`src/rtl/uart_pkg.sv`:
```
package uart_pkg;

  // one trace character, sent as an 8N1 frame
  typedef logic [7:0] char_t;

  // bit time in clocks, 100 MHz / 115200 baud
  parameter int CLKS_PER_BIT = 868;

  // characters the trace FIFO can hold
  parameter int TRACE_DEPTH = 8;

endpackage

```
`src/rtl/mem_pkg.sv`:
```
package mem_pkg;

  // instruction or data word, one per address
  typedef logic [15:0] word_t;

  // word address, the same width for logical and physical
  typedef logic [7:0] addr_t;

  // physical segment index
  typedef logic [3:0] seg_t;

  // logical page number
  // 0 marks an empty segment, except the start segment which holds page 0
  typedef logic [3:0] page_t;

  // words per page, so page = addr / MMU_PAGE_WORDS
  parameter int MMU_PAGE_WORDS = 16;

  // entries in the chain and page tables, one per segment
  parameter int MMU_SEGMENTS = 2 ** $bits(seg_t);

  // depth of the program memory, the whole physical space
  parameter int PROG_WORDS = 2 ** $bits(addr_t);

endpackage
```
`src/rtl/mmu_if.sv`:
```
`timescale 1ns/1ps

// translate request from the fetch side, answer from the MMU
// req is a one-cycle pulse, done or fault answers with one pulse
interface mmu_if import mem_pkg::*; ();

  logic  req;            // start a translation
  addr_t logical_addr;   // held by the client until the answer
  logic  done;           // physical_addr valid this cycle
  addr_t physical_addr;
  logic  fault;          // page not in the chain

  modport client (
    output req, logical_addr,
    input  done, physical_addr, fault
  );

  modport server (
    input  req, logical_addr,
    output done, physical_addr, fault
  );

endinterface

```
`src/rtl/fetch_trace_top.sv`:
```
`timescale 1ns/1ps

module fetch_trace_top import mem_pkg::*, uart_pkg::*; #(
  parameter int MMU_PAGE_WORDS = mem_pkg::MMU_PAGE_WORDS,
  parameter int CLKS_PER_BIT   = uart_pkg::CLKS_PER_BIT,
  parameter int TRACE_DEPTH    = uart_pkg::TRACE_DEPTH
) (
  input  logic  clk,
  input  logic  reset,
  input  logic  prog_write,      // program memory load
  input  addr_t prog_addr,
  input  word_t prog_data,
  input  logic  map_write,       // mmu table load
  input  seg_t  map_segment,
  input  seg_t  map_next,
  input  page_t map_page,
  input  seg_t  start_segment,   // first segment of the running process
  input  logic  run,
  input  addr_t start_pc,
  input  addr_t end_pc,
  input  logic  executor_ready,
  output logic  exec,
  output addr_t exec_pc,
  output word_t instruction1,
  output word_t instruction2,
  output logic  busy,
  output logic  mmu_fault,
  output logic  tx
);

  addr_t read_addr;
  word_t read_data;
  logic  push;
  char_t trace_char;
  logic  full;
  logic  tx_start;   // fifo -> serializer
  char_t tx_data;
  logic  tx_idle;

  mmu_if mmu_link ();

  fetch_control #(.MMU_PAGE_WORDS(MMU_PAGE_WORDS)) fetch (
    .clk(clk), .reset(reset), .run(run), .start_pc(start_pc), .end_pc(end_pc),
    .executor_ready(executor_ready), .mmu(mmu_link),
    .read_addr(read_addr), .read_data(read_data),
    .push(push), .char(trace_char), .full(full),
    .exec(exec), .exec_pc(exec_pc), .instruction1(instruction1),
    .instruction2(instruction2), .busy(busy), .mmu_fault(mmu_fault)
  );

  mmu_translate #(.MMU_PAGE_WORDS(MMU_PAGE_WORDS)) mmu (
    .clk(clk), .reset(reset), .map_write(map_write), .map_segment(map_segment),
    .map_next(map_next), .map_page(map_page), .start_segment(start_segment),
    .mmu(mmu_link)
  );

  program_memory prog_mem (
    .clk(clk), .prog_write(prog_write), .prog_addr(prog_addr), .prog_data(prog_data),
    .read_addr(read_addr), .read_data(read_data)
  );

  uart_tx_buffer #(.TRACE_DEPTH(TRACE_DEPTH)) trace_fifo (
    .clk(clk), .reset(reset), .push(push), .char(trace_char), .idle(tx_idle),
    .full(full), .start(tx_start), .data(tx_data)
  );

  uart_tx #(.CLKS_PER_BIT(CLKS_PER_BIT)) serializer (
    .clk(clk), .reset(reset), .start(tx_start), .data(tx_data),
    .idle(tx_idle), .tx(tx)
  );

endmodule

```
`src/rtl/fetch_control.sv`:
```
`timescale 1ns/1ps

module fetch_control import mem_pkg::*, uart_pkg::*; #(
  parameter int MMU_PAGE_WORDS = mem_pkg::MMU_PAGE_WORDS
) (
  input  logic  clk,
  input  logic  reset,
  input  logic  run,
  input  addr_t start_pc,
  input  addr_t end_pc,          // first pc not fetched
  input  logic  executor_ready,
  mmu_if.client mmu,
  output addr_t read_addr,       // physical, to program memory
  input  word_t read_data,       // one cycle after read_addr
  output logic  push,
  output char_t char,
  input  logic  full,
  output logic  exec,            // one pulse per pair
  output addr_t exec_pc,
  output word_t instruction1,
  output word_t instruction2,
  output logic  busy,
  output logic  mmu_fault        // sticky until reset
);

  typedef enum logic [3:0] {
    S_IDLE, S_NEXT, S_XLATE1, S_READ1, S_GET1,
    S_XLATE2, S_READ2, S_GET2, S_TRACE, S_ISSUE
  } state_t;

  state_t state;
  addr_t  pc;          // logical pc of the pair
  addr_t  pc_next;     // logical address of the second word
  logic   same_page;   // second word needs no new translation

  assign pc_next   = pc + addr_t'(1);
  assign same_page = (pc / MMU_PAGE_WORDS) == (pc_next / MMU_PAGE_WORDS);

  assign push    = (state == S_TRACE) && !full;  // never into a full fifo
  assign char    = instruction1[15:8];           // trace = high byte of word 1
  assign exec    = (state == S_ISSUE) && executor_ready;
  assign exec_pc = pc;                           // pc moves on after exec

  always_ff @(posedge clk) begin
    mmu.req <= 1'b0;  // pulse only
    if (reset) begin
      state     <= S_IDLE;
      busy      <= 1'b0;
      mmu_fault <= 1'b0;
    end else begin
      case (state)
        S_IDLE: begin
          // a faulted process stays halted
          if (run && !mmu_fault) begin
            pc    <= start_pc;
            busy  <= 1'b1;
            state <= S_NEXT;
          end
        end
        S_NEXT: begin
          if (pc < end_pc) begin
            mmu.req          <= 1'b1;
            mmu.logical_addr <= pc;
            state            <= S_XLATE1;
          end else begin
            busy  <= 1'b0;  // run complete
            state <= S_IDLE;
          end
        end
        S_XLATE1, S_XLATE2: begin
          if (mmu.fault) begin
            mmu_fault <= 1'b1;
            busy      <= 1'b0;
            state     <= S_IDLE;
          end else if (mmu.done) begin
            read_addr <= mmu.physical_addr;
            state     <= (state == S_XLATE1) ? S_READ1 : S_READ2;
          end
        end
        S_READ1: state <= S_GET1;  // memory latency
        S_GET1: begin
          instruction1 <= read_data;
          if (same_page) begin
            read_addr <= read_addr + addr_t'(1);  // next physical word
            state     <= S_READ2;
          end else begin
            mmu.req          <= 1'b1;
            mmu.logical_addr <= pc_next;
            state            <= S_XLATE2;
          end
        end
        S_READ2: state <= S_GET2;
        S_GET2: begin
          instruction2 <= read_data;
          state        <= S_TRACE;
        end
        S_TRACE: if (!full) state <= S_ISSUE;  // wait for fifo room
        S_ISSUE: begin
          if (executor_ready) begin
            pc    <= pc + addr_t'(2);
            state <= S_NEXT;
          end
        end
        default: state <= S_IDLE;
      endcase
    end
  end

endmodule

```
`src/rtl/uart_tx_buffer.sv`:
```
`timescale 1ns/1ps

module uart_tx_buffer import uart_pkg::*; #(
  parameter int TRACE_DEPTH = uart_pkg::TRACE_DEPTH
) (
  input  logic  clk,
  input  logic  reset,
  input  logic  push,     // only while full is low
  input  char_t char,
  input  logic  idle,     // serializer ready
  output logic  full,
  output logic  start,    // pops the oldest character
  output char_t data
);

  localparam int PTR_W = (TRACE_DEPTH > 1) ? $clog2(TRACE_DEPTH) : 1;
  localparam int CNT_W = $clog2(TRACE_DEPTH + 1);

  char_t            fifo [TRACE_DEPTH];
  logic [PTR_W-1:0] wr_ptr;
  logic [PTR_W-1:0] rd_ptr;
  logic [CNT_W-1:0] count;   // occupancy

  assign full  = count == CNT_W'(TRACE_DEPTH);
  assign start = idle && count != '0;
  assign data  = fifo[rd_ptr];

  // circular pointer step, depth need not be a power of two
  function automatic logic [PTR_W-1:0] step(input logic [PTR_W-1:0] ptr);
    return (ptr == PTR_W'(TRACE_DEPTH - 1)) ? '0 : ptr + 1'b1;
  endfunction

  always_ff @(posedge clk) begin
    if (push && !full) fifo[wr_ptr] <= char;
  end

  always_ff @(posedge clk) begin
    if (reset) begin
      wr_ptr <= '0;
      rd_ptr <= '0;
      count  <= '0;
    end else begin
      if (push && !full) wr_ptr <= step(wr_ptr);
      if (start) rd_ptr <= step(rd_ptr);
      case ({push && !full, start})
        2'b10:   count <= count + 1'b1;
        2'b01:   count <= count - 1'b1;
        default: count <= count;  // none, or push and pop together
      endcase
    end
  end

endmodule

```
`src/rtl/uart_tx.sv`:
```
`timescale 1ns/1ps

// 8N1, LSB first, line high while idle
module uart_tx import uart_pkg::*; #(
  parameter int CLKS_PER_BIT = uart_pkg::CLKS_PER_BIT
) (
  input  logic  clk,
  input  logic  reset,
  input  logic  start,   // taken only while idle
  input  char_t data,
  output logic  idle,
  output logic  tx
);

  localparam int CNT_W = $clog2(CLKS_PER_BIT + 1);

  logic             sending;
  logic [CNT_W-1:0] clk_cnt;    // clocks into the current bit
  logic [3:0]       bits_left;  // data bits plus stop still to go
  logic [8:0]       shift;      // stop bit above the data

  assign idle = !sending;

  always_ff @(posedge clk) begin
    if (reset) begin
      sending <= 1'b0;
      tx      <= 1'b1;
    end else if (!sending) begin
      if (start) begin
        sending   <= 1'b1;
        tx        <= 1'b0;  // start bit
        shift     <= {1'b1, data};
        bits_left <= 4'd9;
        clk_cnt   <= '0;
      end
    end else if (clk_cnt == CNT_W'(CLKS_PER_BIT - 1)) begin
      clk_cnt <= '0;
      if (bits_left == 4'd0) begin
        sending <= 1'b0;  // stop bit done, tx already high
      end else begin
        tx        <= shift[0];
        shift     <= shift >> 1;
        bits_left <= bits_left - 4'd1;
      end
    end else begin
      clk_cnt <= clk_cnt + 1'b1;
    end
  end

endmodule

```
`src/rtl/mmu_translate.sv`:
```
`timescale 1ns/1ps

module mmu_translate import mem_pkg::*; #(
  parameter int MMU_PAGE_WORDS = mem_pkg::MMU_PAGE_WORDS
) (
  input  logic  clk,
  input  logic  reset,
  input  logic  map_write,     // table load
  input  seg_t  map_segment,
  input  seg_t  map_next,
  input  page_t map_page,
  input  seg_t  start_segment, // sampled on req
  mmu_if.server mmu
);

  seg_t  chain_tbl [MMU_SEGMENTS];  // next segment of the process, self ends the chain
  page_t page_tbl  [MMU_SEGMENTS];  // logical page held by each segment
  seg_t  start_seg;                 // start segment of the current request
  seg_t  cur_seg;                   // segment under test
  addr_t want_addr;                 // logical address being translated
  page_t want_page;
  logic  walking;

  assign want_page = page_t'(want_addr / MMU_PAGE_WORDS);

  // segment base plus offset within the page
  function automatic addr_t phys(input seg_t seg, input addr_t addr);
    return addr_t'(seg * MMU_PAGE_WORDS + addr % MMU_PAGE_WORDS);
  endfunction

  always_ff @(posedge clk) begin
    mmu.done  <= 1'b0;
    mmu.fault <= 1'b0;
    if (reset) begin
      walking <= 1'b0;
      for (int i = 0; i < MMU_SEGMENTS; i++) begin
        chain_tbl[i] <= seg_t'(i);  // every segment alone, empty
        page_tbl[i]  <= '0;
      end
    end else begin
      if (map_write) begin
        chain_tbl[map_segment] <= map_next;
        page_tbl[map_segment]  <= map_page;
      end
      if (mmu.req) begin
        start_seg <= start_segment;
        want_addr <= mmu.logical_addr;
        if (mmu.logical_addr < MMU_PAGE_WORDS) begin
          // page 0 always lives in the start segment
          mmu.done          <= 1'b1;
          mmu.physical_addr <= phys(start_segment, mmu.logical_addr);
        end else begin
          cur_seg <= chain_tbl[start_segment];
          walking <= 1'b1;
        end
      end else if (walking) begin
        // one segment per cycle
        if (page_tbl[cur_seg] == want_page) begin
          mmu.done          <= 1'b1;
          mmu.physical_addr <= phys(cur_seg, want_addr);
          walking           <= 1'b0;
        end else if (chain_tbl[cur_seg] == cur_seg || chain_tbl[cur_seg] == start_seg) begin
          // end of chain, or looped back to the start
          mmu.fault <= 1'b1;
          walking   <= 1'b0;
        end else begin
          cur_seg <= chain_tbl[cur_seg];
        end
      end
    end
  end

endmodule

```
`src/rtl/program_memory.sv`:
```
`timescale 1ns/1ps

module program_memory import mem_pkg::*; (
  input  logic  clk,
  input  logic  prog_write,   // load port
  input  addr_t prog_addr,
  input  word_t prog_data,
  input  addr_t read_addr,    // physical word address
  output word_t read_data     // one cycle later
);

  // whole physical space, segment * page words + offset
  word_t mem [PROG_WORDS];

  always_ff @(posedge clk) begin
    if (prog_write) begin
      mem[prog_addr] <= prog_data;
    end
  end

  // registered read
  always_ff @(posedge clk) begin
    read_data <= mem[read_addr];
  end

endmodule

```
`config.mk`:
```
export PLATFORM = sky130hd
export DESIGN_NAME = fetch_trace_top
export DESIGN_NICKNAME = d
export VERILOG_FILES = /design/src/rtl/uart_pkg.sv /design/src/rtl/mem_pkg.sv /design/src/rtl/mmu_if.sv /design/src/rtl/fetch_trace_top.sv /design/src/rtl/fetch_control.sv /design/src/rtl/uart_tx_buffer.sv /design/src/rtl/uart_tx.sv /design/src/rtl/mmu_translate.sv /design/src/rtl/program_memory.sv
export SDC_FILE = /design/constraint.sdc
export NUM_CORES = 2
export LEC_CHECK = 0
export BUFFER_PORTS_ARGS = -buffer_cell sky130_fd_sc_hd__buf_4
export CAP_MARGIN = 20
export CORE_MARGIN = 10
export CORE_UTILIZATION = 30
export CTS_CLUSTER_DIAMETER = 50
export CTS_CLUSTER_SIZE = 14
export DETAILED_ROUTE_END_ITERATION = 10
export PLACE_DENSITY_LB_ADDON = 0.2
export SLEW_MARGIN = 30
export SYNTH_ARGS = -nofsm -noshare
export SYNTH_HDL_FRONTEND = slang
export SYNTH_HIERARCHICAL = 1
export SYNTH_MEMORY_MAX_BITS = 65536
export SYNTH_SLANG_ARGS = --single-unit
```
`constraint.sdc`:
```
create_clock -name clk -period 3.3 [get_ports clk]
set_input_delay 0.495 -clock clk [delete_from_list [all_inputs] [get_ports clk]]
set_output_delay 0.495 -clock clk [all_outputs]
set_load 0.03 [all_outputs]
```
==> flow_summary.yaml <==
status:
  status: "finished, violations left"
  violations: "negative setup slack"
clock_tree:
  numCtsBuffers: 470
  clock_path_buffers: 4
  cts.htree.levels: 5
  clock_latency_ns: 1.06
  tritoncts: "built"
  cts.sinks: 4436
  root_buffer: "clkbuf_16"
  path_clk_slew_ns: 0.06
power_and_ir_drop:
  peakVddDrop_uv: 453
  power_mw: 124
  power_density_mw_per_mm2: 594
  p_leak_nw: 67.0
drt:
  dr.pass1.iters: 6
  ant_nets: 0
  drcViolationCount: 0
  drtIter0Drc: 9409
  wire_per_inst_um: 30.0
  drt_wl_total_um: 528000
  dr_total_vias: 90000
  vias_per_cell: 5.11
critical_path:
  critPathKind: "flip-flop to flip-flop"
  path_cells: "buf_12 -> buf_16 -> buf_6 -> mux4_2 -> mux4_2 -> a22o_4 -> o32ai_4 -> buf_6 -> nor4_1"
  rr_worst_depth: 9
  ff2ff_setup_slack_ns: -0.008
  crit_fanout: 11
  arrival_ns: 4.20
  reg2reg_to: "prog_mem/read_data[5]$_DFF_P_"
  cp.required_ns: 4.19
  endpoint_kind: "flip-flop"
  startpoint_type: "flip-flop"
  critPathMaxStageDelay_ns: 0.53
  cpMaxStageDelayCell: "mux4_2"
  worstReg2RegStart: "fetch/read_addr[0]$_DFFE_PP_"
sta:
  worst-slew-pin-transition_ns: 1.10
  finalHoldViolCount: 0
  finalSetupViolCount: 1
  drv_slew: 0
  finalCritPeriodShare: 1.00
  setup_slack_ns: -0.00757
  rsz0062_at_grt: "yes"
  hold_slack_ns: 0.0913
  max_freq_mhz: 302
  clock_skew_ns: 0.0892
  slew_headroom: 0.267
  fin_crit_ns: 3.31
final_layout:
  drive_gt1_frac: 0.315
  fillers: 53000
  layout.nets: 9554
  stdcell_count: 17600
  area_growth_pct: 20.2
  fin_area_mm2: 0.209
yosys:
  ys_warn_count: 6
  synth.most_common_cell: "edfxtp_1"
  ys_types: 81
  synth_ff_type: "edfxtp_1"
  postSynthCellCount: 8393
  avgSynthCellArea_um2: 20.7
  netlist_top_cells_area: "edfxtp_1 (76%), mux4_2 (11%), mux2i_1 (3.4%)"
  yosysSeqAreaShare: 0.763
  synth_seq_cells: 4436
  synth.top_cell.area_share: 0.758
  synth_edf_count: 4391
  syn_nets: 8475
  synthArstFlopShare: 0
  synth_top_area_cell: "edfxtp_1"
  synthTopCellsByCount: "edfxtp_1 (4391), mux4_2 (841), mux2i_1 (592)"
  synth_area_mm2: 0.174
die:
  rows: 279
  die_h_um: 782
  core_mm2: 0.578
  dieArea_mm2: 0.611
  ioPinCount: 106
  start_util: 0.301
  die_w_um: 782
flow_run:
  maxCapViolCount: 0
grt:
  grt_max_degree: 101
  antenna_found_initial: 39
  grt_pass1_vias: 90600
  grt_usage: 0.166
  globalRouteOverflowTotal: 0
  grt_pass1_wl_um: 732000
hold_path:
  hold_depth: 1
  hold-path-endpoint: "prog_mem/mem[80][1]$_DFFE_PP_"
  min-delay-start: "prog_data[1]"
  hold_path.class: "primary input to flip-flop"
placement:
  dpl.cell_count: 16600
  place_area_mm2: 0.191
  numPortBuffers: 105
  gp_congestion: 0.819
  hpwl_um: 329000
worst max path at each step:
| stage | startpoint | end | slack [ns] | depth (start not counted) |
|---|---|---|---|---|
| after floorplan | flip-flop | mmu/mmu.physical_addr[0]$_DFFE_PP_ | 0.12 | 11 |
| after global placement | fetch/read_addr[0]$_DFFE_PP_ | prog_mem/read_data[8]$_DFF_P_ | -0.79 | 9 |
| after detailed placement | fetch/read_addr[0]$_DFFE_PP_ | prog_mem/read_data[5]$_DFF_P_ | -0.73 | 9 |
| after CTS | fetch/read_addr[0]$_DFFE_PP_ | prog_mem/read_data[4]$_DFF_P_ | -0.06 | 10 |
| after global routing | fetch/read_addr[0]$_DFFE_PP_ | prog_mem/read_data[5]$_DFF_P_ | -0.03 | 9 |
| final | fetch/read_addr[0]$_DFFE_PP_ | prog_mem/read_data[5]$_DFF_P_ | -0.008 | 9 |
routing by layer:
metal	track usage	vias up	wire length, um
met4	0.0430	0	14900
met3	0.0247	683	31600
met2	0.275	2989	254000
met1	0.230	48800	227000
li1	-	37500	-
met5	0	-	0
worst max-delay path, delay by kind of cell, from the launching register on:
family	cells	cell delay (ns)
compound gates	2	0.77
simple gates	1	0.05
flops	1	0.42
mux	2	1.03
buf+inv	4	0.82
registers in the layout (all words and copies together), names as in the netlist, 8 cells and up, named ones only:
register                cells
fetch/mmu.logical_addr      8
mmu/chain_tbl              64
mmu/want_addr               8
prog_mem/mem             4096
fetch/read_addr             8
prog_mem/read_data         16
fetch/instruction1         16
serializer/clk_cnt         10
fetch/exec_pc               8
serializer/shift            9
mmu/mmu.physical_addr       8
mmu/page_tbl               64
fetch/instruction2         16
trace_fifo/fifo            64
area by class of cell:
cell class / instances / area [um2] / share of cell area
diodes: 12 / 30.0 / 0.000144
clock buffers: 508 / 11900 / 0.0571
clock inverters: 341 / 4380 / 0.0209
inverters: 27 / 114 / 0.000545
multi-input cells: 3415 / 39200 / 0.187
flip-flops and latches: 4436 / 133000 / 0.635
well taps: 7727 / 9670 / 0.0462
repair buffers: 1122 / 11000 / 0.0526
cell usage in the layout (no fill, tap or decap), types with 21 or more instances in the layout:
master         synthesis  layout
or3_1                 38      38
nor3_1               108      87
nand3_1               56      47
nand4_1               37      37
buf_12                 7     128
mux4_2               841     843
a21oi_1              194     193
or2_2                 21      21
a221oi_1              34      31
o21ai_0               57      56
and2_1                99      99
a22oi_1               47      47
clkinv_1               0      53
nor2_2                 0     158
mux2_2               119     119
clkbuf_1             265      36
mux2i_1              592     591
inv_8                  0      25
nor2_1               357     195
nand2_1               89      83
dlygate4sd3_1          0      42
buf_4                 38     882
inv_6                  0      42
o22ai_1              148     146
o221ai_1             252     250
dfxtp_1               45      44
clkinv_2               0      51
edfxtp_1            4391    4391
clkinv_4               0      32
clkbuf_16              0     479
clkinvlp_4             0      45
xnor2_1               23      23
inv_1                 26      24
a211oi_1              22      22
buf_16                 0      24
bufinv_16              0      66
metrics by stage:
stage	utilization	setup TNS, ns	setup WS [ns]
floorplan	-	0	0.122
global placement	0.330	-4.75	-0.787
detailed placement	0.330	-4.14	-0.728
CTS	0.360	-0.224	-0.0620
global route	0.362	-0.111	-0.0288
finish	0.362	-0.00757	-0.00757
logic make-up after synthesis:
logic type	after synthesis	share of synthesized area
flops	4436	0.763
xor+xnor	40	0.00201
compound gates	869	0.0359
fa+ha+maj	20	0.00144
buf+inv	542	0.0180
simple gates	912	0.0257
mux	1574	0.154
timing repair:
action | CTS | global route
endpoints found under the hold margin | 468 | 57
endpoints found under the setup margin | 16 | 19
hold buffers | 40 | 2
pin swaps | 6 | 10
resized for setup | 83 | 58
gates cloned | 3 | 8
buffers inserted | 17 | 33
where the power goes:
part           leakage [nW]  total (mW)  internal [mW]  switching (mW)
registers              39.9        62.8           62.4           0.386
clock network          7.81        55.3           31.8            23.6
logic                  19.3        6.05           2.37            3.67
total                  67.0         124           96.6            27.6
Power figures use the tool's default switching activity.
